===== config.mk =====
export PLATFORM = sky130hd
export DESIGN_NAME = dataMem
export DESIGN_NICKNAME = d
export VERILOG_FILES = /design/src/dataMem.sv
export SDC_FILE = /design/constraint.sdc
export NUM_CORES = 2
export LEC_CHECK = 0
export ABC_AREA = 1
export BUFFER_PORTS_ARGS = -buffer_cell sky130_fd_sc_hd__buf_2
export CORE_MARGIN = 3
export CORE_UTILIZATION = 60
export CTS_CLUSTER_SIZE = 16
export DETAILED_ROUTE_END_ITERATION = 6
export PLACE_DENSITY_LB_ADDON = 0.12
export SYNTH_ARGS = -nofsm -noshare
export SYNTH_HDL_FRONTEND = slang
export SYNTH_SLANG_ARGS = --single-unit

===== constraint.sdc =====
create_clock -name clk -period 5.5 [get_ports clk]
set_input_delay 0.825 -clock clk [delete_from_list [all_inputs] [get_ports clk]]
set_output_delay 0.825 -clock clk [all_outputs]
set_load 0.02 [all_outputs]

===== src/dataMem.sv =====
//========================================
// data store of the core
// read without a clock, written at the rising edge;
// contents undefined until the program stores them
//========================================

`timescale 1ns/1ns

module dataMem #(
  parameter int dataAddrBits = 6
) (
  input  logic                    clk,
  input  logic                    we,
  input  logic [dataAddrBits-1:0] addr,
  input  logic [31:0]             wData,
  output logic [31:0]             rData
);

  // number of words held
  localparam int depth = 2 ** dataAddrBits;

  logic [31:0] mem [depth];

  //========================================
  // write side
  //========================================
  // sw only, already gated with run in the core
  always_ff @(posedge clk) begin
    if (we) begin
      mem[addr] <= wData;
    end
  end

  //========================================
  // read side
  //========================================
  // lw result ready in the same cycle
  assign rData = mem[addr];

endmodule


==> impl_metrics.yaml <==
setup_path:
  path_max_fanout: 119
  crit_buf_inv: 4
  crit_type: "input pin to primary output"
  critPathLaunchType: "input pin"
  crit_chain: "buf_8, inv_8, buf_4, nand2_1, nand2_1, nand2_1, nand2_1, nand2_1, nand2_1, nand2_1, nand2_1, nor2_1, nand2_1, buf_2"
  crit_required_ps: 4680
  cpPeakStageDelay_ps: 730
  path_delay_family: "buffers and inverters"
  crit_path_start: "addr[0]"
  crit_arrival_ps: 3800
  cp_common_cell: "nand2_1"
  end_kind: "primary output"
  slowest_stage: "inv_8"
placed_design:
  dpl.hpwl_um: 132000
  io_buffers: 71
  dpl-instance-area_um2: 89600
  dp_slack_ps: 856
  gp_congestion: 0.877
clock_tree:
  cts_resized: 0
  cts_sinks: 2048
  hold_buffers: 0
  post_cts_buffers: 0
  cts_tree: "yes"
  clock_path_buffers: 3
  clock-root-buffer: "clkbuf_16"
  cts_inserted_buffers: 200
  path_clk_slew_ps: 60
  htreeDepth: 4
power:
  vdd_drop_max_v: 0.000317
  power.switching_mw: 7.35
  intPower_mw: 25.0
  p_per_area_nw_per_um2: 338
  p_clk_share_pct: 39.9
  leakagePower_nw: 40.1
  p_comb_share_pct: 6.6
  pwr-share-seq_pct: 53.6
  swShare_pct: 22.7
floorplanning:
  io_pins: 72
  die_x_um: 384
  initial_core_util_pct: 60.6
  die-area_um2: 148000
  row_count: 138
  core-area_um2: 142000
  die_h_um: 384
timing:
  maxSlewViolCount: 0
  rsz0062_at_grt: "false"
  slew_headroom_pct: 19.8
  postLayoutSetupSlackWorst_ps: 879
  finalSetupTns_ps: 0
  timing.hold.ws_ps: 640
  worst_slew_pin_slew_ps: 1200
  min_period_ps: 4620
  fmax_mhz: 216
  setup_violations: 0
  min_period_over_period_pct: 84.0
  finalHoldViolations: 0
grt:
  grt_pass1_vias: 55600
  gr-total-overflow: 0
  grt_use_total_pct: 32.5
  grt_max_degree: 165
  grt_pass1_wl_um: 353000
  antenna_found_initial: 9
drt:
  postRouteAntennaNets: 0
  vias: 59000
  wl_per_cell_um: 22.7
  drt_wl_total_um: 239000
  drt_iter0_drc: 7111
  drc: 0
  first_pass_iters: 6
  via_per_inst: 5.60
synthesis:
  yosysWarnings: 0
  ys_ff_latch: 2048
  syn-num-nets: 8448
  synth_cells: 8408
  ys_types: 20
  yosysSeqAreaShare_pct: 71.6
  synthesis.area_um2: 85900
  avgSynthCellArea_um2: 10.2
final_layout:
  area_delta_synth_final_pct: 11.4
  regMostFlops: "mem"
  largest_reg_flops: 2048
  drive_above_1_share_pct: 7.43
  final_core_util_pct: 67.5
  nNetsFinal: 8515
  fin_area_um2: 95700
  reg_top3: "mem x2048"
min_path:
  hold_path_class: "input pin to register"
  min_from: "we"
job:
  max_cap_viol_count: 0
outcome:
  status: "finished, final reports clean"
## final timing paths
check | cells after the start | slack, ps | end
setup / recovery | 14 | 880 | rData[7]
hold / removal | 3 | 640 | mem[45][24]
## power groups by stage
stage          combinational (mW)  clock [mW]  sequential, mW
2_1_floorplan                1.17           0            17.6
3_3_place_gp                 2.06           0            17.6
3_5_place_dp                 2.09           0            17.6
4_1_cts                      2.10        13.0            17.3
5_1_grt                      2.31        13.6            17.3
6_report                     2.12        12.9            17.3
## cell families (layout without fill, tap and decap cells)
| logic type | count (synthesis) | in the layout | synth area share [%] |
|---|---|---|---|
| buffers and inverters | 452 | 685 | 2.41 |
| AO/OA/AOI/OAI | 12 | 12 | 0.0845 |
| flip-flops | 2048 | 2048 | 71.6 |
| AND/OR/NAND/NOR | 5896 | 5896 | 25.9 |
| other | 0 | 5 | 0 |
## layer usage
layer	part of all wire, %	vias up	track usage, %
li1	-	27300	-
met1	38	28100	44.2
met2	47	3070	52.0
met3	9.8	523	5.40
met4	4.9	6	14.6
met5	0.018	-	0
## cell type report
cell class	instances	area, µm²
repair buffers	287	2760
diodes	5	12.5
fillers	10500	46100
flip-flops and latches	2048	61500
well taps	1890	2360
multi-input cells	5908	22800
clock buffers	248	5310
inverters	30	135
clock inverters	120	781
## through the flow
| stage | power (mW) | cells |
|---|---|---|
| floorplan | 18.8 | 8408 |
| global placement | 19.7 | 10200 |
| detailed placement | 19.7 | 10200 |
| CTS | 32.4 | 10500 |
| global route | 33.2 | 10500 |
| finish | 32.3 | 10500 |
## cells in the final DEF (no fill, tap or decap)
cell type   instances
nand2_1          5728
edfxtp_1         2048
clkbuf_16         206
buf_4             156
nor2_1             75
buf_2              68
nor2_4             62
clkinv_1           62
buf_12             60
clkbuf_1           42
clkinv_2           39
inv_1              16
nand3_1            13
inv_2              11
bufinv_16           8
nor3_4              7
inv_6               6
diode_2             5
or2_2               5
o211ai_1            5
o21ai_0             5
inv_8               3
buf_8               3
o21ai_1             2
nor4_2              2
nand4_1             2
clkinvlp_4          2
nor3_2              1
or2_1               1
clkinv_8            1
inv_16              1
clkinv_4            1
## synthesized netlist by cell type (all sizes together)
| cell | number | share of area [%] |
|---|---|---|
| nand2 | 5728 | 25 |
| edfxtp | 2048 | 72 |
| buf | 286 | 1.7 |
| nor2 | 137 | 0.60 |
| clkbuf | 136 | 0.59 |
| inv | 30 | 0.13 |
| nand3 | 13 | 0.076 |
| nor3 | 8 | 0.087 |
| o21ai | 7 | 0.041 |
| or2 | 6 | 0.044 |
| o211ai | 5 | 0.044 |
| nand4 | 2 | 0.015 |
| nor4 | 2 | 0.015 |
Power figures use the tool's default switching activity.
