**src/pcUnit.sv**
```systemverilog
//========================================
// program counter and next-pc choice
// jump first, then jr, then a taken beq, else pc + 4;
// holds while run is low
//========================================

`timescale 1ns/1ns

module pcUnit (
  input  logic        clk,
  input  logic        rst,
  input  logic        run,
  input  logic        branch,
  input  logic        zero,
  input  logic        jump,
  input  logic        jumpReg,
  input  logic [15:0] imm16,
  input  logic [25:0] target26,
  input  logic [31:0] rsData,
  output logic [31:0] pc,
  output logic [31:0] pcPlus8
);

  logic [31:0] pcPlus4;
  logic [31:0] branchOff;
  logic [31:0] jumpAddr;
  logic [31:0] nextPc;

  assign pcPlus4 = pc + 32'd4;
  // return address for jal
  assign pcPlus8 = pc + 32'd8;

  // sign-extended word offset
  assign branchOff = {{14{imm16[15]}}, imm16, 2'b00};
  // stays in the current 256 MB region
  assign jumpAddr  = {pcPlus4[31:28], target26, 2'b00};

  //========================================
  // next pc
  //========================================
  always_comb begin
    if (jump) begin
      nextPc = jumpAddr;
    end else if (jumpReg) begin
      nextPc = rsData;
    end else if (branch && zero) begin
      nextPc = pcPlus4 + branchOff;
    end else begin
      nextPc = pcPlus4;
    end
  end

  always_ff @(posedge clk or negedge rst) begin
    if (!rst) begin
      pc <= 32'd0;
    end else if (run) begin
      pc <= nextPc;
    end
  end

  // jr may carry any register value into pc
  pcAligned: assert property (@(posedge clk) disable iff (!rst) pc[1:0] == 2'b00)
    else $error("pcUnit: pc not word aligned");

endmodule

```
**config.mk**
```make
export PLATFORM = sky130hd
export DESIGN_NAME = pcUnit
export DESIGN_NICKNAME = d
export VERILOG_FILES = /design/src/pcUnit.sv
export SDC_FILE = /design/constraint.sdc
export NUM_CORES = 1
export LEC_CHECK = 0
export BUFFER_PORTS_ARGS = -buffer_cell sky130_fd_sc_hd__buf_2
export CORE_MARGIN = 4
export CORE_UTILIZATION = 35
export CTS_CLUSTER_DIAMETER = 30
export DETAILED_ROUTE_END_ITERATION = 10
export HOLD_SLACK_MARGIN = 0.08
export PLACE_DENSITY = 0.59
export SLEW_MARGIN = 20
export SYNTH_ARGS = -nofsm -noshare
export SYNTH_HDL_FRONTEND = slang
export SYNTH_SLANG_ARGS = --single-unit
```
**constraint.sdc**
```tcl
create_clock -name clk -period 4.1 [get_ports clk]
set_input_delay 0.205 -clock clk [delete_from_list [all_inputs] [get_ports clk]]
set_output_delay 0.205 -clock clk [all_outputs]
set_load 0.02 [all_outputs]
```
==> results.md <==
- Status: finished clean
- Worst slack at placement: 0.09164 ns
- # fillers: 1,399
- Vias in the first global route: roughly 5,200
- # DRC: 0
- Finished Layout Cells: 956
- Clock Power Share: between 20 and 25%
- Largest net degree at the start of global routing: 48
- Clock Pin Slew Worst Setup and Hold Paths: 0.06 ns
- CTS tree: done
- Max-cap viol count: 0
- Yosys reg bits: 32
- Top cells by area, synth: dfrtp_1 (17%), ha_1 (9.8%), xnor2_1 (8.9%)
- Clock Latency Late Sink: 0.29 ns
- Antenna cells: 0
- Initial DRC Count: 439
- Int Pwr: 1.069 mW
- Sequential cell fraction of total power: a little over a fifth
- Top cell type's share of synthesized area: 16.97%
- Clock Skews: 0.009757 ns
- Via Count: 5,491
- Logic gate share of total power: 58.5%
- Final Instance Area: 5831 um2
- Crit path time final: about 3.9 ns
- Worst Tran Pin Value: between 0.9 and 1 ns
- Cell variety after synth: 69
- Syn_area_per_cell: 7.304 um2
- Slowest cell on the critical path: dfrtp_1
- CP Capture Type: flip-flop
- Num CTS Buffers: 5
- Final slew viol count: 0
- F_max: 0.2555 GHz
- Root Buffer Master: clkbuf_16
- Synth area leader: dfrtp_1
- Routed length per instance: 19.71 um
- Hold Path Class: primary input to flip-flop
- Setup TNS: 0 ns
- Layout cells sized above 1: 25.13%
- Io pins: 145
- Worst endpoint data arrival time: 4.09 ns
- Dpl cells: 947
- Cells after Synth: approximately 650
- FF+latch area: approximately 800 um2
- Reg2reg path depth: 16
- Via/cell ratio: approximately 5.7
- RR Endpoint: pc[30]
- # nets final: ~900
- Worst Path Required: roughly 4.3 ns
- Hpwl dp: 14.51 mm
- Drt pass-1 iters: 5
- Switching fraction of total power: 46.65%
- Ys async rst share: 100.0%
- Gpl congestion: 0.9461
- Core area: around 13,000 um2
- RSZ-0062 raised after global routing: true
- Remaining Overflow, GRT: 0
- # clock sinks: 32
- First-pass GRT wire length: 27.71 mm
- Crit Path Class: flip-flop to flip-flop
- Max reg flops: 32
- Leak: about 2.6 nW
- Setup WS post-layout: 0.1860 ns
- Crit path to: pc[30]
- Sequential area share after synthesis: 16.97%
- R2r startpoint: pc[8]
- Height of the die: 124.1 um
- Worst path max stage delay: 0.45 ns
- Area delta synth->final: 23.57%
- R2r setup slk: 0.19 ns
- Initial antenna violation count: 0
- ANT nets after route: 0
- Most frequent cells in the layout: buf_2 (144), nand2_1 (78), a21oi_1 (64)
- Tot GR Track Use: roughly a quarter
- Final period util: between 90% and 100%
- Syn. warnings: 0
- Worst-path maximum fanout: 6
- Psw: 934.4 uW
- CP Launch Point: pc[8]
- Max H-tree Level: 2
- Largest registers: pc (32)
- Initial Util: ~36%
- Clk buf depth: 2
- Synth Net Count: 765
- Worst hold slack: 0.1997 ns
- Mapped cell area: around 4700 um2
- Multi-input gate area: 3659 um2
- Headroom to the max-slew limit: 34.59%
- Port Buffers: 144
- Pwr dens: 343.6 nW/um2
- Die footprint: ~15,000 um2
- CP Launch Type: flip-flop
- Hold Vio Cnt, Final: 0
- Placed cell areas: 5608 um2
- Most common library cell in the layout ignoring fill and taps: buf_2
- Worst IR Drop VDD: ~0.15 mV
- Most used DFF post-synth: dfrtp_1
- Routed WL: 18.85 mm
- Final Util: 44.03%
- Most flops, register: pc
- Number of flops mapped to enable cells by yosys: 0
- Std-Cell Rows: 42
- Die W: 124.1 um
- Final setup fails: 0
- Worst-path cell chain: and3_1, nand4_1, nor2_1, buf_4, nand3_1, xnor2_2, ha_1, and2_1, nand2_1, o22ai_1, o21ai_0, o311ai_1, a221o_1, a41oi_1, mux2i_1, a211oi_1
- Overall power: 2.003 mW
how the worst min path moves through the flow:
stage / startpoint / cells after the start / endpoint / slack, ns
floorplan: rst / 0 / pc[0] / -0.09
global placement: rst / 1 / pc[0] / 0.35
detailed placement: rst / 1 / pc[1] / 0.34
CTS: target26[4] / 3 / pc[6] / 0.19
global route: target26[4] / 3 / pc[6] / 0.21
finish: target26[4] / 3 / pc[6] / 0.20
metal layers:
metal,GRT usage (%),vias up,part of all wire [%]
met1,31.40,2649,44
met5,0,-,0
met4,6.023,0,2.2
li1,-,2602,-
met3,2.861,26,6.3
met2,39.73,214,48
cell families after synthesis:
family	share of synthesized area, %
AND/OR/NAND/NOR	24.24
AO/OA/AOI/OAI	27.02
XOR/XNOR	14.11
buffers and inverters	6.576
adder cells (fa/ha/maj)	10.24
flip-flops	16.97
multiplexers	0.8486
power groups by stage:
stage / Combinational [mW] / Sequential [mW] / Clock (mW)
5_1_grt: 1.27 / 0.434 / 0.415
2_1_floorplan: 0.747 / 0.465 / 0
4_1_cts: 1.14 / 0.426 / 0.402
3_5_place_dp: 1.14 / 0.431 / 0
6_report: 1.17 / 0.429 / 0.402
3_3_place_gp: 1.13 / 0.428 / 0
Yosys cell counts (all sizes together), types with 2 or more instances:
cell / number
nand2: 80
a21oi: 65
nor2: 59
xnor2: 48
ha: 37
o21ai: 33
dfrtp: 32
xor2: 28
clkbuf: 27
inv: 23
nand3: 20
nor3: 19
buf: 14
a211oi: 12
a21o: 12
nand4: 12
o22ai: 12
and2: 11
and3: 11
o211ai: 9
a31oi: 6
a311oi: 5
and4: 5
mux2i: 4
nand2b: 4
nor2b: 4
o21bai: 4
o221ai: 4
a2111oi: 3
a221o: 3
a221oi: 3
a41oi: 3
nor3b: 3
a211o: 2
a21boi: 2
nor4: 2
nor4b: 2
o2bb2ai: 2
o31ai: 2
or3: 2
cell type report:
class | count | share of cell area (%)
multi-input combinational | 549 | 62.75
timing repair buffer | 169 | 15.62
sequential | 32 | 13.76
tap | 176 | 3.777
clock buffer | 7 | 2.618
inverter | 23 | 1.481
worst max-delay path, delay by kind of cell (launching register included):
family / cells / cell delay, ns
AO/OA/AOI/OAI: 6 / 1.43
XOR/XNOR: 1 / 0.18
adder cells (fa/ha/maj): 1 / 0.36
buffers and inverters: 1 / 0.17
flip-flops: 1 / 0.45
multiplexers: 1 / 0.12
AND/OR/NAND/NOR: 6 / 1.07
timing repair:
action	in CTS	in global routing
endpoints found under the setup margin	0	9
gates resized for setup	0	15
endpoints found under the hold margin	32	0
setup buffers	0	1
hold buffers	1	0
Note: power is estimated with default switching activity, not from simulation.
