$ cat config.mk
export PLATFORM = sky130hd
export DESIGN_NAME = controlUnit
export DESIGN_NICKNAME = d
export VERILOG_FILES = /design/src/mipsPkg.sv /design/src/controlUnit.sv
export SDC_FILE = /design/constraint.sdc
export NUM_CORES = 1
export LEC_CHECK = 0
export BUFFER_PORTS_ARGS = -buffer_cell sky130_fd_sc_hd__buf_2
export CORE_AREA = 10 10 47 49
export DETAILED_ROUTE_END_ITERATION = 7
export DIE_AREA = 0 0 57 59
export GPL_ROUTABILITY_DRIVEN = 0
export PLACE_DENSITY = 0.66
export SLEW_MARGIN = 20
export SYNTH_ARGS = -nofsm -noshare
export SYNTH_HDL_FRONTEND = slang
export SYNTH_SLANG_ARGS = --single-unit
$ cat constraint.sdc
create_clock -name vclk -period 3.73
set_clock_uncertainty 0.15 [all_clocks]
set_input_delay 0.5595 -clock vclk [all_inputs]
set_output_delay 0.5595 -clock vclk [all_outputs]
set_load 0.02 [all_outputs]
$ cat src/mipsPkg.sv
//========================================
// shared definitions for the single-cycle MIPS core
// opcode and funct codes, ALU operation codes and the
// instruction word with its R, I and J views
//========================================

package mipsPkg;

  //========================================
  // register index
  //========================================
  typedef logic [4:0] regAddrT;

  //========================================
  // primary opcodes, instr[31:26]
  //========================================
  localparam logic [5:0] opRtype = 6'h00;
  localparam logic [5:0] opJ     = 6'h02;
  localparam logic [5:0] opJal   = 6'h03;
  localparam logic [5:0] opBeq   = 6'h04;
  localparam logic [5:0] opLw    = 6'h23;
  localparam logic [5:0] opSw    = 6'h2b;

  // funct codes, only meaningful under opRtype
  localparam logic [5:0] fnJr  = 6'h08;
  localparam logic [5:0] fnAdd = 6'h20;
  localparam logic [5:0] fnSub = 6'h22;
  localparam logic [5:0] fnAnd = 6'h24;
  localparam logic [5:0] fnOr  = 6'h25;
  localparam logic [5:0] fnSlt = 6'h2a;

  // ALU operations after decode
  typedef enum logic [2:0] {
    aluAdd = 3'd0,
    aluSub = 3'd1,
    aluAnd = 3'd2,
    aluOr  = 3'd3,
    aluSlt = 3'd4
  } aluOpT;

  //========================================
  // instruction formats
  //========================================
  typedef struct packed {
    logic [5:0] opcode;
    regAddrT    rs;
    regAddrT    rt;
    regAddrT    rd;
    logic [4:0] shamt;
    logic [5:0] funct;
  } rFmtT;

  typedef struct packed {
    logic [5:0]  opcode;
    regAddrT     rs;
    regAddrT     rt;
    logic [15:0] imm16;
  } iFmtT;

  typedef struct packed {
    logic [5:0]  opcode;
    logic [25:0] target26;
  } jFmtT;

  // one fetched word, three ways to read it
  typedef union packed {
    rFmtT rFmt;
    iFmtT iFmt;
    jFmtT jFmt;
  } instrWordT;

endpackage

$ cat src/controlUnit.sv
//========================================
// main decoder of the core
// turns opcode and funct into datapath controls and the
// ALU operation in one flat table
//========================================

`timescale 1ns/1ns

module controlUnit (
  input  mipsPkg::instrWordT instr,
  output logic               regDst,
  output logic               aluSrc,
  output logic               memToReg,
  output logic               regWrite,
  output logic               memWrite,
  output logic               branch,
  output logic               jump,
  output logic               link,
  output logic               jumpReg,
  output mipsPkg::aluOpT     aluOp
);

  always_comb begin
    // defaults give a no-op
    regDst   = 1'b0;
    aluSrc   = 1'b0;
    memToReg = 1'b0;
    regWrite = 1'b0;
    memWrite = 1'b0;
    branch   = 1'b0;
    jump     = 1'b0;
    link     = 1'b0;
    jumpReg  = 1'b0;
    aluOp    = mipsPkg::aluAdd;

    case (instr.rFmt.opcode)
      mipsPkg::opRtype: begin
        // rd destination for the arithmetic group
        case (instr.rFmt.funct)
          mipsPkg::fnAdd: begin
            regDst   = 1'b1;
            regWrite = 1'b1;
            aluOp    = mipsPkg::aluAdd;
          end
          mipsPkg::fnSub: begin
            regDst   = 1'b1;
            regWrite = 1'b1;
            aluOp    = mipsPkg::aluSub;
          end
          mipsPkg::fnAnd: begin
            regDst   = 1'b1;
            regWrite = 1'b1;
            aluOp    = mipsPkg::aluAnd;
          end
          mipsPkg::fnOr: begin
            regDst   = 1'b1;
            regWrite = 1'b1;
            aluOp    = mipsPkg::aluOr;
          end
          mipsPkg::fnSlt: begin
            regDst   = 1'b1;
            regWrite = 1'b1;
            aluOp    = mipsPkg::aluSlt;
          end
          // target comes from rs and nothing is written
          mipsPkg::fnJr:   jumpReg = 1'b1;
          default: ;
        endcase
      end
      // base plus offset with the result into rt
      mipsPkg::opLw: begin
        aluSrc   = 1'b1;
        memToReg = 1'b1;
        regWrite = 1'b1;
      end
      mipsPkg::opSw: begin
        aluSrc   = 1'b1;
        memWrite = 1'b1;
      end
      // equal when rs - rt is zero
      mipsPkg::opBeq: begin
        branch = 1'b1;
        aluOp  = mipsPkg::aluSub;
      end
      mipsPkg::opJ:   jump = 1'b1;
      // return address into r31
      mipsPkg::opJal: begin
        jump     = 1'b1;
        link     = 1'b1;
        regWrite = 1'b1;
      end
      default: ;
    endcase
  end

endmodule

==> results.sh <==
export IMPL_status="finished clean"
export IMPL_max_freq_mhz=353
export IMPL_wl_per_cell_um=13.0
export IMPL_finalSetupTns_ps=0
export IMPL_drive_gt1_frac=0.566
export IMPL_leakage_nw=0.181
export IMPL_regArea_um2=0
export IMPL_crit_fanout=4
export IMPL_ir_worst_vdd_v=0.0000252
export IMPL_grt_pass1_vias=346
export IMPL_netlist_area_um2=203
export IMPL_drc_errors=0
export IMPL_grt_pass1_wl_mm=1.48
export IMPL_wirelength_um=897
export IMPL_grt_overflow=0
export IMPL_maxSlewHeadroom=0.735
export IMPL_port_buffers=24
export IMPL_die_area_mm2=0.00336
export IMPL_critPathTopFamily="simple AND/OR/NAND/NOR gates"
export IMPL_vias_per_cell=4.46
export IMPL_worstHoldEndpoint="link"
export IMPL_synth_top_area_cell="o41ai_2"
export IMPL_cts_resized=0
export IMPL_ctsHoldBuffers=0
export IMPL_initialDrtViolationCount=1
export IMPL_via_count=308
export IMPL_rows=14
export IMPL_cp_start_kind="primary input"
export IMPL_path_common_cell="buf_2"
export IMPL_dp_hpwl_um=814
export IMPL_fin_crit_ps=2830
export IMPL_cap_violations=0
export IMPL_antennaDiodeCount=0
export IMPL_worstPathCellList="buf_2 -> or3_4 -> or4_4 -> o41ai_2 -> buf_2"
export IMPL_core_area_mm2=0.00140
export IMPL_die_y_um=59
export IMPL_netlist_instances=29
export IMPL_yosysTopAreaCellShare=0.0802
export IMPL_worst_path_max_delay_cell="or4_4"
export IMPL_synth_top_cells_by_area="o41ai_2, nand3b_1, nor3b_1"
export IMPL_max_stage_delay_ps=520
export IMPL_ant_nets=0
export IMPL_worstPathArrival_ps=2120
export IMPL_synth_most_common_cell="nor2_1"
export IMPL_worstSetupPathType="primary input to output pin"
export IMPL_design_seq_count=0
export IMPL_yosysWarnings=0
export IMPL_end_kind="output pin"
export IMPL_die_w_um=57
export IMPL_yosysSeqAreaShare=0
export IMPL_synth_area_per_cell_um2=6.99
export IMPL_hp_class="primary input to output pin"
export IMPL_nets=87
export IMPL_grt_util_all_layers=0.0491
export IMPL_syn_nets=61
export IMPL_critPathBufInv=2
export IMPL_min_path_cells=3
export IMPL_min_period_over_period=0.759
export IMPL_ioPinCount=44
export IMPL_post_cts_repair_setup_buffers=0
export IMPL_setup_viol=0
export IMPL_syn2layout_area_growth_pct=69.1
export IMPL_worst_hold_startpoint="instr[31]"
export IMPL_grt_max_degree=8
export IMPL_fin_util=0.245
export IMPL_ys_types=20
export IMPL_rsz0062_at_grt="false"
export IMPL_hold_viol=0
export IMPL_tightestPinTransition_ps=388
export IMPL_n_clock_buffer=0
export IMPL_drtPass1Iterations=4
export IMPL_cp_required_ps=3020
export IMPL_start_util=0.145
export IMPL_cellPowerDensity_mw_per_mm2=61.9
export IMPL_drv_slew=0
export IMPL_antenna_found_initial=0
[layout make-up]
type | instances | area, µm²
Inverter | 2 | 7.51
Fill cell | 167 | 1060
Tap cell | 16 | 20.0
Multi-Input combinational cell | 27 | 195
Timing Repair Buffer | 24 | 120
[cells in the final DEF (no fill, tap or decap), types with 2 or more instances in the layout]
cell type,count
buf_2,24
nor2_1,3
and2_1,2
nor2b_1,2
nor4_1,2
inv_1,2
nand3b_1,2
nor3_1,2
nor3b_1,2
[power breakdown]
| part | total (mW) | leakage (nW) | switching (mW) | internal, mW |
|---|---|---|---|---|
| logic | 0.0212 | 0.181 | 0.0115 | 0.00974 |
| clock network | 0 | 0 | 0 | 0 |
| registers | 0 | 0 | 0 | 0 |
[kinds of logic (layout without fill, tap and decap cells)]
logic type,count (synthesis),in the layout,share of synthesized area
AO/OA/AOI/OAI,3,3,0.161
AND/OR/NAND/NOR,24,24,0.802
buffers and inverters,2,26,0.0371
[tightest hold or removal path, stage by stage]
cell and delay [ps]:
buf_2 100, nor2_1 40, buf_2 150
[worst max-delay path by stage]
| stage | startpoint | to | slack [ps] | cells past startpoint |
|---|---|---|---|---|
| 6_report | instr[29] | regWrite | 900 | 5 |
| 5_1_grt | instr[29] | aluOp[1] | 850 | 5 |
| 4_1_cts | instr[29] | regWrite | 890 | 5 |
| 3_5_place_dp | instr[29] | regWrite | 890 | 5 |
| 3_3_place_gp | instr[29] | regWrite | 900 | 5 |
| 2_1_floorplan | instr[29] | aluOp[1] | 820 | 3 |
[metrics by stage]
stage	cell area (µm²)	total power, mW	worst slack (ps)	std cells	hold slack (ps)
CTS	343	0.0213	892	69	1260
global route	343	0.0236	852	69	1280
global placement	343	0.0203	900	69	1250
finish	343	0.0212	898	69	1260
floorplan	203	0.00874	822	29	1050
detailed placement	343	0.0212	892	69	1260
[per-layer routing]
layer	vias up	routed length [µm]	track usage
met3	0	75	0.0172
li1	160	-	-
met5	-	0	0
met1	138	340	0.0518
met4	0	0	0
met2	10	481	0.0961
(Power assumes the default switching activity.)
