<file path="src/mipsPkg.sv">
//========================================
// shared definitions for the single-cycle MIPS core
// opcode and funct codes, ALU operation codes and the
// instruction word with its R, I and J views
//========================================

package mipsPkg;

  //========================================
  // register index
  //========================================
  typedef logic [4:0] regAddrT;

  //========================================
  // primary opcodes, instr[31:26]
  //========================================
  localparam logic [5:0] opRtype = 6'h00;
  localparam logic [5:0] opJ     = 6'h02;
  localparam logic [5:0] opJal   = 6'h03;
  localparam logic [5:0] opBeq   = 6'h04;
  localparam logic [5:0] opLw    = 6'h23;
  localparam logic [5:0] opSw    = 6'h2b;

  // funct codes, only meaningful under opRtype
  localparam logic [5:0] fnJr  = 6'h08;
  localparam logic [5:0] fnAdd = 6'h20;
  localparam logic [5:0] fnSub = 6'h22;
  localparam logic [5:0] fnAnd = 6'h24;
  localparam logic [5:0] fnOr  = 6'h25;
  localparam logic [5:0] fnSlt = 6'h2a;

  // ALU operations after decode
  typedef enum logic [2:0] {
    aluAdd = 3'd0,
    aluSub = 3'd1,
    aluAnd = 3'd2,
    aluOr  = 3'd3,
    aluSlt = 3'd4
  } aluOpT;

  //========================================
  // instruction formats
  //========================================
  typedef struct packed {
    logic [5:0] opcode;
    regAddrT    rs;
    regAddrT    rt;
    regAddrT    rd;
    logic [4:0] shamt;
    logic [5:0] funct;
  } rFmtT;

  typedef struct packed {
    logic [5:0]  opcode;
    regAddrT     rs;
    regAddrT     rt;
    logic [15:0] imm16;
  } iFmtT;

  typedef struct packed {
    logic [5:0]  opcode;
    logic [25:0] target26;
  } jFmtT;

  // one fetched word, three ways to read it
  typedef union packed {
    rFmtT rFmt;
    iFmtT iFmt;
    jFmtT jFmt;
  } instrWordT;

endpackage

</file>
<file path="src/regFile.sv">
//========================================
// 32 x 32 general purpose register file
// two reads without a clock, one write at the rising edge,
// r0 always zero
//========================================

`timescale 1ns/1ns

module regFile (
  input  logic             clk,
  input  logic             rst,
  input  logic             we,
  input  mipsPkg::regAddrT rAddr1,
  input  mipsPkg::regAddrT rAddr2,
  input  mipsPkg::regAddrT wAddr,
  input  logic [31:0]      wData,
  output logic [31:0]      rData1,
  output logic [31:0]      rData2
);

  logic [31:0] regs [32];

  //========================================
  // write port
  //========================================
  always_ff @(posedge clk or negedge rst) begin
    if (!rst) begin
      for (int i = 0; i < 32; i++) begin
        regs[i] <= '0;
      end
    end else if (we && (wAddr != '0)) begin
      // writes to r0 dropped
      regs[wAddr] <= wData;
    end
  end

  //========================================
  // read ports
  //========================================
  // a write lands at the edge, so the next instruction sees it
  assign rData1 = (rAddr1 == '0) ? 32'd0 : regs[rAddr1];
  assign rData2 = (rAddr2 == '0) ? 32'd0 : regs[rAddr2];

endmodule

</file>
<file path="config.mk">
export PLATFORM = sky130hd
export DESIGN_NAME = regFile
export DESIGN_NICKNAME = d
export VERILOG_FILES = /design/src/mipsPkg.sv /design/src/regFile.sv
export SDC_FILE = /design/constraint.sdc
export NUM_CORES = 2
export LEC_CHECK = 0
export BUFFER_PORTS_ARGS = -buffer_cell sky130_fd_sc_hd__buf_2
export CAP_MARGIN = 25
export CORE_ASPECT_RATIO = 1.1
export CORE_UTILIZATION = 40
export CTS_BUF_LIST = sky130_fd_sc_hd__clkbuf_2 sky130_fd_sc_hd__clkbuf_4 sky130_fd_sc_hd__clkbuf_8
export CTS_CLUSTER_DIAMETER = 150
export DETAILED_ROUTE_END_ITERATION = 10
export GPL_TIMING_DRIVEN = 0
export PLACE_DENSITY_LB_ADDON = 0.08
export SKIP_CTS_REPAIR_TIMING = 1
export SYNTH_ARGS = -nofsm -noshare
export SYNTH_HDL_FRONTEND = slang
export SYNTH_SLANG_ARGS = --single-unit
</file>
<file path="constraint.sdc">
create_clock -name clk -period 3.3 [get_ports clk]
set_input_delay 0.66 -clock clk [delete_from_list [all_inputs] [get_ports clk]]
set_output_delay 0.66 -clock clk [all_outputs]
set_load 0.03 [all_outputs]
</file>
==> impl_metrics.env <==
export IMPL_clk_path_buf_depth=3
export IMPL_worstPathRequired_ps=2640
export IMPL_final_setup_viol_count=44
export IMPL_instances_no_fill=5894
export IMPL_hold_end="regs[11]"
export IMPL_drt_pass1_iterations=5
export IMPL_syn_inst=3621
export IMPL_worst_setup_path_start_kind="primary input"
export IMPL_first_global_vias=38500
export IMPL_synthesis_area_sq_um=54400
export IMPL_grt_start_max_net_pins=155
export IMPL_synthMuxAreaShare=0.428
export IMPL_synth_fa_ha_area_frac=0
export IMPL_hp_start="wData[11]"
export IMPL_synth_edff_count=0
export IMPL_die_h_um=389
export IMPL_wl_mm=229
export IMPL_start_util=0.404
export IMPL_wl_per_cell_um=38.8
export IMPL_dp_hpwl_mm=158
export IMPL_numCtsBuffers=185
export IMPL_largestRegisters="regs x1024"
export IMPL_synthArstFlopShare=1.00
export IMPL_status="finished, violations left"
export IMPL_ir_drop_v=0.000507
export IMPL_die_w_um=354
export IMPL_die_area_sq_um=137000
export IMPL_cap_violations=0
export IMPL_syn2layout_area_growth_pct=19.8
export IMPL_clk_pin_slew_ps=60
export IMPL_endpoint_kind="primary output"
export IMPL_grt_pass1_wl_mm=315
export IMPL_synth_seq_area_share=0.471
export IMPL_min_period_ps=3460
export IMPL_slew_viol_final=0
export IMPL_post_route_cells_drive_above_1_share=0.620
export IMPL_gp_congestion=0.925
export IMPL_nets=4023
export IMPL_worst_slack_ps=-163
export IMPL_antenna_found_initial=8
export IMPL_yosysWarnings=0
export IMPL_largest_register="regs"
export IMPL_cts_tree="yes"
export IMPL_ios=114
export IMPL_place_inst=5550
export IMPL_hold_slack_ps=25.2
export IMPL_rr_endpoint="regs[796]"
export IMPL_drtIter0Drc=3608
export IMPL_max_freq_mhz=289
export IMPL_synthDistinctLibCells=35
export IMPL_hold_path_cell_count=2
export IMPL_ff2ff_setup_slack_ps=2380
export IMPL_rsz0062_at_grt="yes"
export IMPL_root_buffer="clkbuf_8"
export IMPL_htreeDepth=4
export IMPL_p_leak_nw=27.7
export IMPL_worst_ep_arrival_time_ps=2800
export IMPL_cp_startpoint="rAddr1[2]"
export IMPL_yosys_register_bits=1024
export IMPL_fp_row_count=141
export IMPL_synth_compound_area_share=0.0484
export IMPL_power_w=0.0385
export IMPL_avgSynthCellArea_sq_um=15.0
export IMPL_synthFlopType="dfrtp_1"
export IMPL_ant_nets=0
export IMPL_min_path_type="primary input to flop"
export IMPL_track_usage=0.333
export IMPL_rr_startpoint="regs[796]"
export IMPL_path_max_fanout=10
export IMPL_fin_util=0.484
export IMPL_synth_xor_area_frac=0
export IMPL_placement_io_buffers=103
export IMPL_slew_headroom=0.182
export IMPL_post_route_period_util=1.05
export IMPL_ff2ff_path_depth=2
export IMPL_grt_overflow_total=0
export IMPL_synth_fp_nets=3671
export IMPL_yosys_area_share_simple=0.0161
export IMPL_drc_errors=0
export IMPL_p_per_area_nw_per_um2=591
export IMPL_worstSetupPathType="primary input to primary output"
export IMPL_cts_sinks=1024
export IMPL_violations="negative setup slack"
export IMPL_synth_top_family_by_area="multiplexers"
export IMPL_worst_pin_slew_ps=1230
export IMPL_hold_viol_final=0
export IMPL_route_vias_total=38000
export IMPL_largest_reg_flops=1024
export IMPL_core_area_sq_um=135000
export IMPL_vias_per_cell=6.44
export IMPL_finClkSkew_ps=0
export IMPL_clk_latency_ps=940
per-stage QoR:
step / area (sq um) / worst slack [ps] / TNS (ps)
after floorplan: 54400 / 80.1 / 0
after global placement: 57100 / -22330 / -
after detailed placement: 57800 / -2030 / -95280
after CTS: 61600 / -2040 / -95930
after global routing: 65100 / -174 / -3090
final: 65100 / -163 / -2860
worst max-delay path, cell delays in order:
cell	delay, ps
buf_6	210
buf_6	220
buf_4	220
buf_8	170
mux4_2	320
a22oi_2	460
a311oi_4	230
clkbuf_4	270
per-layer routing:
layer / vias to the layer above / GRT usage / share of wire
met5: - / 0 / 0.00014
met4: 6 / 0.180 / 0.058
met3: 531 / 0.0691 / 0.075
met2: 1779 / 0.521 / 0.47
met1: 20800 / 0.433 / 0.40
li1: 14800 / - / -
layout make-up:
| class | count | area (sq um) |
|---|---|---|
| flip-flops and latches | 1024 | 25600 |
| clock inverters | 21 | 131 |
| multi-input cells | 2163 | 28900 |
| inverters | 2 | 7.51 |
| well taps | 1787 | 2240 |
| clock buffers | 297 | 3650 |
| repair buffers | 168 | 1670 |
| diodes | 3 | 7.51 |
| plain buffers | 429 | 2880 |
| fillers | 11900 | 69500 |
cell usage after synthesis (2+ instances only):
master     count  area (sq um)
a221oi_1      46           403
nor2_1        19          71.3
nor3_1         3          15.0
clkbuf_1     223           837
buf_4         34           255
a22oi_1       64           480
inv_1          2          7.51
a311oi_1      64           561
a211oi_1      64           480
nand4b_1       3          26.3
o2111ai_1     18           158
buf_1          3          11.3
mux2_2      1046         11800
nor3b_1        2          15.0
or3_1          3          18.8
or4_1          2          15.0
mux2i_1      128          1280
buf_2        170           851
o21ai_0      101           505
mux2_1        10           113
mux4_2       448         10100
nand2b_1       5          31.3
dfrtp_1     1024         25600
or2_2          2          12.5
o21ai_1        9          45.0
nand2_1       49           184
nor2b_1       71           444
power by group:
part           internal (W)  switching [W]  total, W
logic               0.00496        0.00416   0.00912
clock network       0.00693        0.00573    0.0127
registers            0.0150        0.00176    0.0167
total                0.0268         0.0117    0.0385
logic make-up after synthesis:
logic type	after synthesis
muxes	1632
DFF	1024
buffers and inverters	434
AOI/OAI and AO/OA	366
and+or+nand+nor	165
layout by cell type, fill, tap and decap left out, types with 7 or more instances in the layout:
master     Yosys  routed
mux2_2      1046    1025
dfrtp_1     1024    1024
mux4_2       448     448
clkbuf_8       0     227
clkbuf_1     223     145
buf_2        170     137
mux2i_1      128     127
buf_4         34     108
clkbuf_4       1     103
buf_6          0      73
buf_8          0      49
nand2_1       49      49
nor2b_1       71      44
a311oi_2       0      44
a211oi_2       0      41
o21ai_1        9      41
a22oi_2        0      40
a221oi_1      46      38
o21ai_2        0      38
nor2b_4        0      25
a22oi_1       64      24
clkbuf_2       1      23
a211oi_4       0      22
mux2_4         0      21
a311oi_4       0      19
o21ai_0      101      17
buf_12         0      15
clkinv_2       0      15
nor2_1        19      14
o21ai_4        0      14
o2111ai_2      0      10
mux2_1        10      10
buf_16         0       9
a221oi_2       0       7
o2111ai_4      0       7
how the worst max path moves through the flow:
stage / end / cells past startpoint
floorplan: rData1[14] / 7
global placement: regs[870] / 1
detailed placement: rData1[30] / 8
CTS: rData1[30] / 8
global route: rData2[9] / 5
finish: rData1[2] / 8
(Power assumes the default switching activity.)
