[src/mipsPkg.sv]
//========================================
// shared definitions for the single-cycle MIPS core
// opcode and funct codes, ALU operation codes and the
// instruction word with its R, I and J views
//========================================

package mipsPkg;

  //========================================
  // register index
  //========================================
  typedef logic [4:0] regAddrT;

  //========================================
  // primary opcodes, instr[31:26]
  //========================================
  localparam logic [5:0] opRtype = 6'h00;
  localparam logic [5:0] opJ     = 6'h02;
  localparam logic [5:0] opJal   = 6'h03;
  localparam logic [5:0] opBeq   = 6'h04;
  localparam logic [5:0] opLw    = 6'h23;
  localparam logic [5:0] opSw    = 6'h2b;

  // funct codes, only meaningful under opRtype
  localparam logic [5:0] fnJr  = 6'h08;
  localparam logic [5:0] fnAdd = 6'h20;
  localparam logic [5:0] fnSub = 6'h22;
  localparam logic [5:0] fnAnd = 6'h24;
  localparam logic [5:0] fnOr  = 6'h25;
  localparam logic [5:0] fnSlt = 6'h2a;

  // ALU operations after decode
  typedef enum logic [2:0] {
    aluAdd = 3'd0,
    aluSub = 3'd1,
    aluAnd = 3'd2,
    aluOr  = 3'd3,
    aluSlt = 3'd4
  } aluOpT;

  //========================================
  // instruction formats
  //========================================
  typedef struct packed {
    logic [5:0] opcode;
    regAddrT    rs;
    regAddrT    rt;
    regAddrT    rd;
    logic [4:0] shamt;
    logic [5:0] funct;
  } rFmtT;

  typedef struct packed {
    logic [5:0]  opcode;
    regAddrT     rs;
    regAddrT     rt;
    logic [15:0] imm16;
  } iFmtT;

  typedef struct packed {
    logic [5:0]  opcode;
    logic [25:0] target26;
  } jFmtT;

  // one fetched word, three ways to read it
  typedef union packed {
    rFmtT rFmt;
    iFmtT iFmt;
    jFmtT jFmt;
  } instrWordT;

endpackage

[src/alu.sv]
//========================================
// 32-bit ALU of the core
// add, sub, and, or and signed slt, with a zero flag
// used by beq
//========================================

`timescale 1ns/1ns

module alu (
  input  logic [31:0]    a,
  input  logic [31:0]    b,
  input  mipsPkg::aluOpT op,
  output logic [31:0]    result,
  output logic           zero
);

  // signed compare for slt
  logic lessThan;

  assign lessThan = $signed(a) < $signed(b);

  always_comb begin
    case (op)
      mipsPkg::aluAdd: begin
        result = a + b;
      end
      mipsPkg::aluSub: begin
        result = a - b;
      end
      mipsPkg::aluAnd: begin
        result = a & b;
      end
      mipsPkg::aluOr: begin
        result = a | b;
      end
      mipsPkg::aluSlt: begin
        // 1 or 0 in bit 0 only
        result = {31'd0, lessThan};
      end
      default: begin
        result = a + b;
      end
    endcase
  end

  // high for any op, only beq looks at it
  assign zero = (result == 32'd0);

endmodule

[config.mk]
export PLATFORM = sky130hd
export DESIGN_NAME = alu
export DESIGN_NICKNAME = d
export VERILOG_FILES = /design/src/mipsPkg.sv /design/src/alu.sv
export SDC_FILE = /design/constraint.sdc
export NUM_CORES = 1
export LEC_CHECK = 0
export ABC_AREA = 1
export BUFFER_PORTS_ARGS = -buffer_cell sky130_fd_sc_hd__buf_4
export CAP_MARGIN = 20
export CELL_PAD_IN_SITES_DETAIL_PLACEMENT = 0
export CELL_PAD_IN_SITES_GLOBAL_PLACEMENT = 2
export CORE_MARGIN = 5
export CORE_UTILIZATION = 26
export DETAILED_ROUTE_END_ITERATION = 16
export PLACE_DENSITY_LB_ADDON = 0.12
export SKIP_LAST_GASP = 1
export SYNTH_ARGS = -nofsm -noshare
export SYNTH_HDL_FRONTEND = slang
export SYNTH_SLANG_ARGS = --single-unit
[constraint.sdc]
create_clock -name vclk -period 2.1
set_input_delay 0.105 -clock vclk [all_inputs]
set_output_delay 0.105 -clock vclk [all_outputs]
set_load 0.01 [all_outputs]
==> results of run 1 <==
==> per-stage QoR <==
step | cells | setup WS [ps] | hold slack, ps | setup TNS (ps) | total power [mW]
detailed placement | 2073 | -917 | 896 | -6070 | 3.03
finish | 2111 | -370 | 915 | -1130 | 3.99
global route | 2111 | -497 | 956 | -3090 | 4.32
global placement | 2073 | -907 | 908 | -5690 | 3.03
floorplan | 1316 | 9.04 | 503 | 0 | 1.40
CTS | 2089 | -459 | 896 | -1740 | 3.46
==> final timing paths <==
kind,endpoint,depth (start not counted),start,slack [ps]
max,zero,18,b[1],-370
min,result[31],6,b[31],920
==> cell usage in the layout (no fill, tap or decap), types with 23 or more instances in the layout <==
cell type	count
a21oi_1	47
a21oi_2	31
buf_4	428
buf_6	63
ha_1	56
ha_4	33
inv_1	196
inv_2	69
inv_4	23
nand2_1	252
nand2_2	135
nand2_4	25
nand3_1	101
nand3_2	33
nor2_1	75
nor2_2	52
nor2_4	51
==> critical path, cell delays in order <==
cell and delay [ps]:
buf_4 130, buf_6 120, fa_2 370, inv_2 60, nand2_2 60, buf_4 130
nand3_1 70, nand3_1 120, nor2_4 150, nand3_4 100, nor2_4 130, nand2_2 80
nor2_4 170, nand3_4 120, nor2_4 110, nand3_2 80, nor2_2 120, buf_4 130
==> synthesized netlist by cell type, drive strengths merged (2+ instances only) <==
library cell	instances	area share, %
a211oi	5	0.57
a21oi	87	7.0
fa	2	0.61
or2	2	0.19
nand2	412	24
nor3	10	0.84
buf	31	3.4
o21bai	7	0.80
o21ai	23	1.8
clkbuf	4	0.25
nand3	146	11
ha	96	18
nor2	178	12
o22ai	2	0.19
inv	288	16
nand4	17	1.6
==> routing by layer <==
layer | up-vias | global-route usage (%)
met3 | 23 | 1.91
li1 | 4950 | -
met2 | 178 | 36.0
met4 | 0 | 2.82
met5 | - | 0
met1 | 4391 | 31.4
==> area by class of cell <==
type / count / area, sq um
Multi-Input combinational cell: 992 / 7160
Tap cell: 330 / 413
Inverter: 289 / 1150
Timing Repair Buffer: 500 / 4070
Fill cell: 2700 / 12200
==> logic make-up (layout without fill, tap and decap cells) <==
family,after synthesis,count (layout),synth area share (%)
and+or+nand+nor,767,767,50.2
adders and majority gates,98,98,18.9
xor gates and xnor gates,1,1,0.133
buffers and inverters,324,789,20.2
AOI/OAI and AO/OA,126,126,10.6
==> timing repair <==
action                     4_1_cts  5_1_grt
setup buffers                   18       27
gates resized for setup        284      385
setup endpoints to repair       23       24
hold endpoints to repair         0        0
pin swaps                       79      165
==> power by group through the flow <==
stage	sequential, mW	combinational (mW)	clock [mW]
floorplan	0	1.40	0
global placement	0	3.03	0
detailed placement	0	3.03	0
CTS	0	3.46	0
global route	0	4.32	0
finish	0	3.99	0
==> out/qor.log, run 1 <==
INFO  detailed_routing drt_iter0_drc=496
INFO  floorplan      dieArea=28500squm
INFO  global_routing grt_usage=21.7%
INFO  sta            rsz0062_at_grt=true
INFO  detailed_routing postRouteAntennaNets=0
INFO  yosys          average_size_of_a_mapped_cell=4.99squm
INFO  global_routing grt_antenna_before_repair=0
INFO  sta            worst_slew_margin_rel=73.1%
INFO  flow_run       count_of_maximum_capacitance_violations=0
INFO  critical_path  critical_path_arrival=2360ps
INFO  sta            achievable-frequency=405MHz
INFO  detailed_routing met2_wirelength=15000um
INFO  cells_and_area layout.sequential_cells=0
INFO  floorplan      fp.dieW=169um
INFO  detailed_routing route.vias.total=9542
INFO  min_path       hold_class=in2out
INFO  sta            timing.final.hold_violations=0
INFO  yosys          synth_cell_type_count=34
INFO  cells_and_area postLayoutCellArea=12800squm
INFO  sta            final.setup.worst_slack=-370ps
INFO  power_and_ir_drop internal-power=1.89mW
INFO  power_and_ir_drop cellPowerDensity=312nW/um^2
INFO  yosys          seq_total_area_yosys=0%
INFO  global_routing grt_first_pass_wirelength=49600um
INFO  power_and_ir_drop vdd_drop_max=0.149mV
INFO  power_and_ir_drop p_seq_share=0%
INFO  power_and_ir_drop portion_of_total_power_attributed_to_the_clock_network=0%
INFO  detailed_routing dr.pass1.iters=5
INFO  placement      area_post_placement=10300squm
INFO  cts            cts_hold_buf=0
INFO  critical_path  max_fanout_on_critical_path=3
INFO  sta            timing.final.crit_share=118%
INFO  run_status     failed_checks=setup timing
INFO  critical_path  critical_path.endpoint_type=output port
INFO  cells_and_area antenna_cells=0
INFO  power_and_ir_drop p_sw=2.10mW
INFO  floorplan      initial_core_util=26.2%
INFO  detailed_routing met1_length=15800um
INFO  yosys          synth_fp_nets=1481
INFO  yosys          post_syn_area=6560squm
INFO  sta            tightest_slew=401ps
INFO  critical_path  crit_required=2000ps
INFO  power_and_ir_drop p_leak=6.80nW
INFO  global_routing grt_max_degree=13
INFO  detailed_routing routedWlPerCell=15.4um
INFO  placement      io_buffer_count=100
INFO  cells_and_area post-route-util=51.1%
INFO  placement      place_congestion=0.900
INFO  sta            final-max-slew-violation-count=0
INFO  cells_and_area clock_buffer_count=0
INFO  detailed_routing avgViaCountPerCell=4.52
INFO  detailed_routing drc=0
INFO  critical_path  cp-start-kind=input pin
INFO  floorplan      dieHeight=169um
INFO  detailed_routing met3_wirelength=1280um
INFO  power_and_ir_drop power.switching_fraction=52.7%
INFO  floorplan      coreArea=25000squm
INFO  cells_and_area final-seq-area=0squm
INFO  cells_and_area post_route_cells_drive_above_1_share=56.3%
INFO  yosys          yosysWarningCount=0
INFO  power_and_ir_drop p_comb_share=100.0%
INFO  floorplan      core.rowCount=58
INFO  cells_and_area num-nets-final=1948
INFO  critical_path  timing_worst_setup_path_type=in2out
INFO  floorplan      ios=100
INFO  run_status     status=finished, violations left
INFO  sta            period_minus_slack=2470ps
INFO  yosys          gate_count_post_synth=1316
INFO  detailed_routing wl=32600um
INFO  detailed_routing maxUsedRoutingLayer=met4
INFO  sta            number_of_setup_violations_in_the_final_report=10
INFO  placement      detailed_place_hpwl=27800um
INFO  global_routing via_count_of_the_first_global_routing_pass=9393
INFO  cells_and_area syn_to_final_growth=94.9%
INFO  global_routing overflow=0
(Power assumes the default switching activity.)
==> run 2, diff against run 1 <==
- CELL_PAD_IN_SITES_DETAIL_PLACEMENT: 0 -> not set
- CELL_PAD_IN_SITES_GLOBAL_PLACEMENT: 2 -> not set
- CORE_UTILIZATION: 26 -> 61
- clock period: 2.1 -> 2.7 ns (I/O delays scaled with it)
==> out/qor.log, run 2 (synthesis gave the netlist of run 1 again) <==
INFO  cells_and_area final-seq-area=0squm [unchanged]
INFO  min_path       hold_class=in2out [unchanged]
INFO  cts            cts_hold_buf=0 [unchanged]
INFO  critical_path  timing_worst_setup_path_type=in2out [unchanged]
INFO  global_routing grt_antenna_before_repair=0 [unchanged]
INFO  sta            tightest_slew=924ps [was 401 ps]
INFO  critical_path  critical_path_arrival=2550ps [was 2360 ps]
INFO  floorplan      dieHeight=114um [was 169 um]
INFO  detailed_routing routedWlPerCell=16.2um [was 15.4 um]
INFO  sta            timing.setup.tns=0ps [was -1130 ps]
INFO  cells_and_area antenna_cells=0 [unchanged]
INFO  detailed_routing drc=0 [unchanged]
INFO  sta            worst_slew_margin_rel=38.3% [was 73.1%]
INFO  floorplan      coreArea=10400squm [was 25000 sq um]
INFO  cells_and_area num-nets-final=1629 [was 1948]
INFO  sta            achievable-frequency=372MHz
INFO  global_routing via_count_of_the_first_global_routing_pass=8002 [was 9393]
INFO  floorplan      core.rowCount=37 [was 58]
INFO  critical_path  crit_start=b[0] [was b[1]]
INFO  detailed_routing route.vias.total=9066 [was 9542]
INFO  detailed_routing postRouteAntennaNets=0 [unchanged]
INFO  placement      place_congestion=1.09 [was 0.900]
INFO  sta            number_of_setup_violations_in_the_final_report=0 [was 10]
INFO  detailed_routing drt_iter0_drc=1072 [was 496]
INFO  floorplan      ios=100 [unchanged]
INFO  power_and_ir_drop vdd_drop_max=0.163mV [was 0.149 mV]
INFO  detailed_routing dr.pass1.iters=8 [was 5]
INFO  placement      io_buffer_count=100 [unchanged]
INFO  cells_and_area layout_common_cells=376 x nand2_1, 273 x inv_1, 178 x buf_4 [was 428 x buf_4, 252 x nand2_1, 196 x inv_1]
INFO  critical_path  critical_path.endpoint_type=output port [unchanged]
INFO  cells_and_area layout.cells.most_common=nand2_1 [was buf_4]
INFO  critical_path  crit_required=2570ps [was 2000 ps]
INFO  detailed_routing avgViaCountPerCell=5.67 [was 4.52]
INFO  critical_path  crit_end=zero [unchanged]
INFO  run_status     status=finished clean [was finished, violations left]
INFO  sta            final-max-slew-violation-count=0 [unchanged]
INFO  power_and_ir_drop cellPowerDensity=239nW/um^2 [was 312 nW/um^2]
INFO  cells_and_area filler_cells=848 [was 2700]
INFO  cells_and_area syn_to_final_growth=27.8% [was 94.9%]
INFO  critical_path  max_fanout_on_critical_path=4 [was 3]
INFO  power_and_ir_drop p_total=2.01mW [was 3.99 mW]
INFO  power_and_ir_drop p_leak=4.97nW [was 6.80 nW]
INFO  floorplan      initial_core_util=63.0% [was 26.2%]
INFO  cells_and_area clock_buffer_count=0 [unchanged]
INFO  global_routing grt_first_pass_wirelength=37900um [was 49600 um]
INFO  sta            timing.final.hold_violations=0 [unchanged]
INFO  cells_and_area instances_no_fill=1598 [was 2111]
INFO  cells_and_area post_route_cells_drive_above_1_share=23.9% [was 56.3%]
INFO  flow_run       count_of_maximum_capacitance_violations=0 [unchanged]
INFO  critical_path  cp-start-kind=input pin [unchanged]
INFO  cells_and_area layout.sequential_cells=0 [unchanged]
INFO  placement      place.detailed.instances=1588 [was 2073]
INFO  sta            timing.final.crit_share=99.6%
INFO  global_routing grt_max_degree=30 [was 13]
INFO  global_routing grt_usage=35.6% [was 21.7%]
INFO  placement      detailed_place_hpwl=20500um [was 27800 um]
INFO  sta            period_minus_slack=2690ps
INFO  floorplan      fp.dieW=114um [was 169 um]
INFO  floorplan      dieArea=12900squm [was 28500 sq um]
INFO  min_path       hold_start=b[5] [was b[31]]
INFO  global_routing overflow=0 [unchanged]
INFO  detailed_routing wl=25800um [was 32600 um]
-- run 2: cell types whose count changed in the layout (fill, tap and decap cells not counted), moves of 24 or more --
cell | previous run | this run
a21oi_1 | 47 | 71
buf_4 | 428 | 178
nand2_2 | 135 | 34
inv_2 | 69 | 15
inv_1 | 196 | 273
nand3_1 | 101 | 131
nor2_4 | 51 | 17
nor2_1 | 75 | 124
buf_6 | 63 | 1
nand2_1 | 252 | 376
-- run 2: layout make-up --
class	count	area [sq um]	share of cell area [%]
multi-input cells	992	5750	68.5
repair buffers	181	1390	16.5
inverters	289	1080	12.9
well taps	136	170	2.03
-- run 2: repair_timing --
action | CTS | global route
gates resized for setup | 11 | 121
pin swaps | 7 | 27
hold endpoints to repair | 0 | 0
buffers inserted | 0 | 10
endpoints found under the setup margin | 1 | 2
-- run 2: per-stage QoR --
stage | hold WS [ps] | utilization, % | setup slack [ps] | area [sq um]
global route | 900 | 80.5 | -79.8 | 8390
detailed placement | 837 | 75.0 | -198 | 7810
global placement | 830 | 75.0 | -183 | 7810
finish | 837 | 80.5 | 11.8 | 8390
floorplan | 563 | - | 523 | 6560
CTS | 845 | 75.3 | 0.574 | 7850
-- run 2: worst min path at each step --
stage / endpoint / slack (ps) / cells after the start
2_1_floorplan: result[31] / 560 / 3
3_3_place_gp: result[5] / 830 / 5
3_5_place_dp: result[30] / 840 / 7
4_1_cts: result[5] / 840 / 5
5_1_grt: result[6] / 900 / 5
6_report: result[5] / 840 / 5
-- run 2: report_power, final --
part	total, mW	internal (mW)	switching (mW)
combinational	2.01	0.779	1.23
clock	0	0	0
sequential	0	0	0
-- run 2: routing by layer --
layer / up-vias / routed length (um) / track usage (%)
li1: 4315 / - / -
met1: 3974 / 10300 / 50.0
met2: 651 / 11100 / 56.6
met3: 126 / 3190 / 3.71
met4: 0 / 1270 / 12.0
met5: - / 0 / 0
-- run 2: worst max-delay path, stage by stage --
cell	delay (ps)
buf_4	140
ha_4	160
fa_2	360
inv_2	60
nand2_2	60
nand2_2	120
nand3_2	100
nand2_2	140
nand2_2	100
nand2_4	100
nand2_2	60
nand2_1	70
nand2_1	60
nand3_2	80
nand2_2	60
nor2_2	140
nand2_1	80
nor2_2	160
nand3_2	130
nor2_4	150
buf_6	110
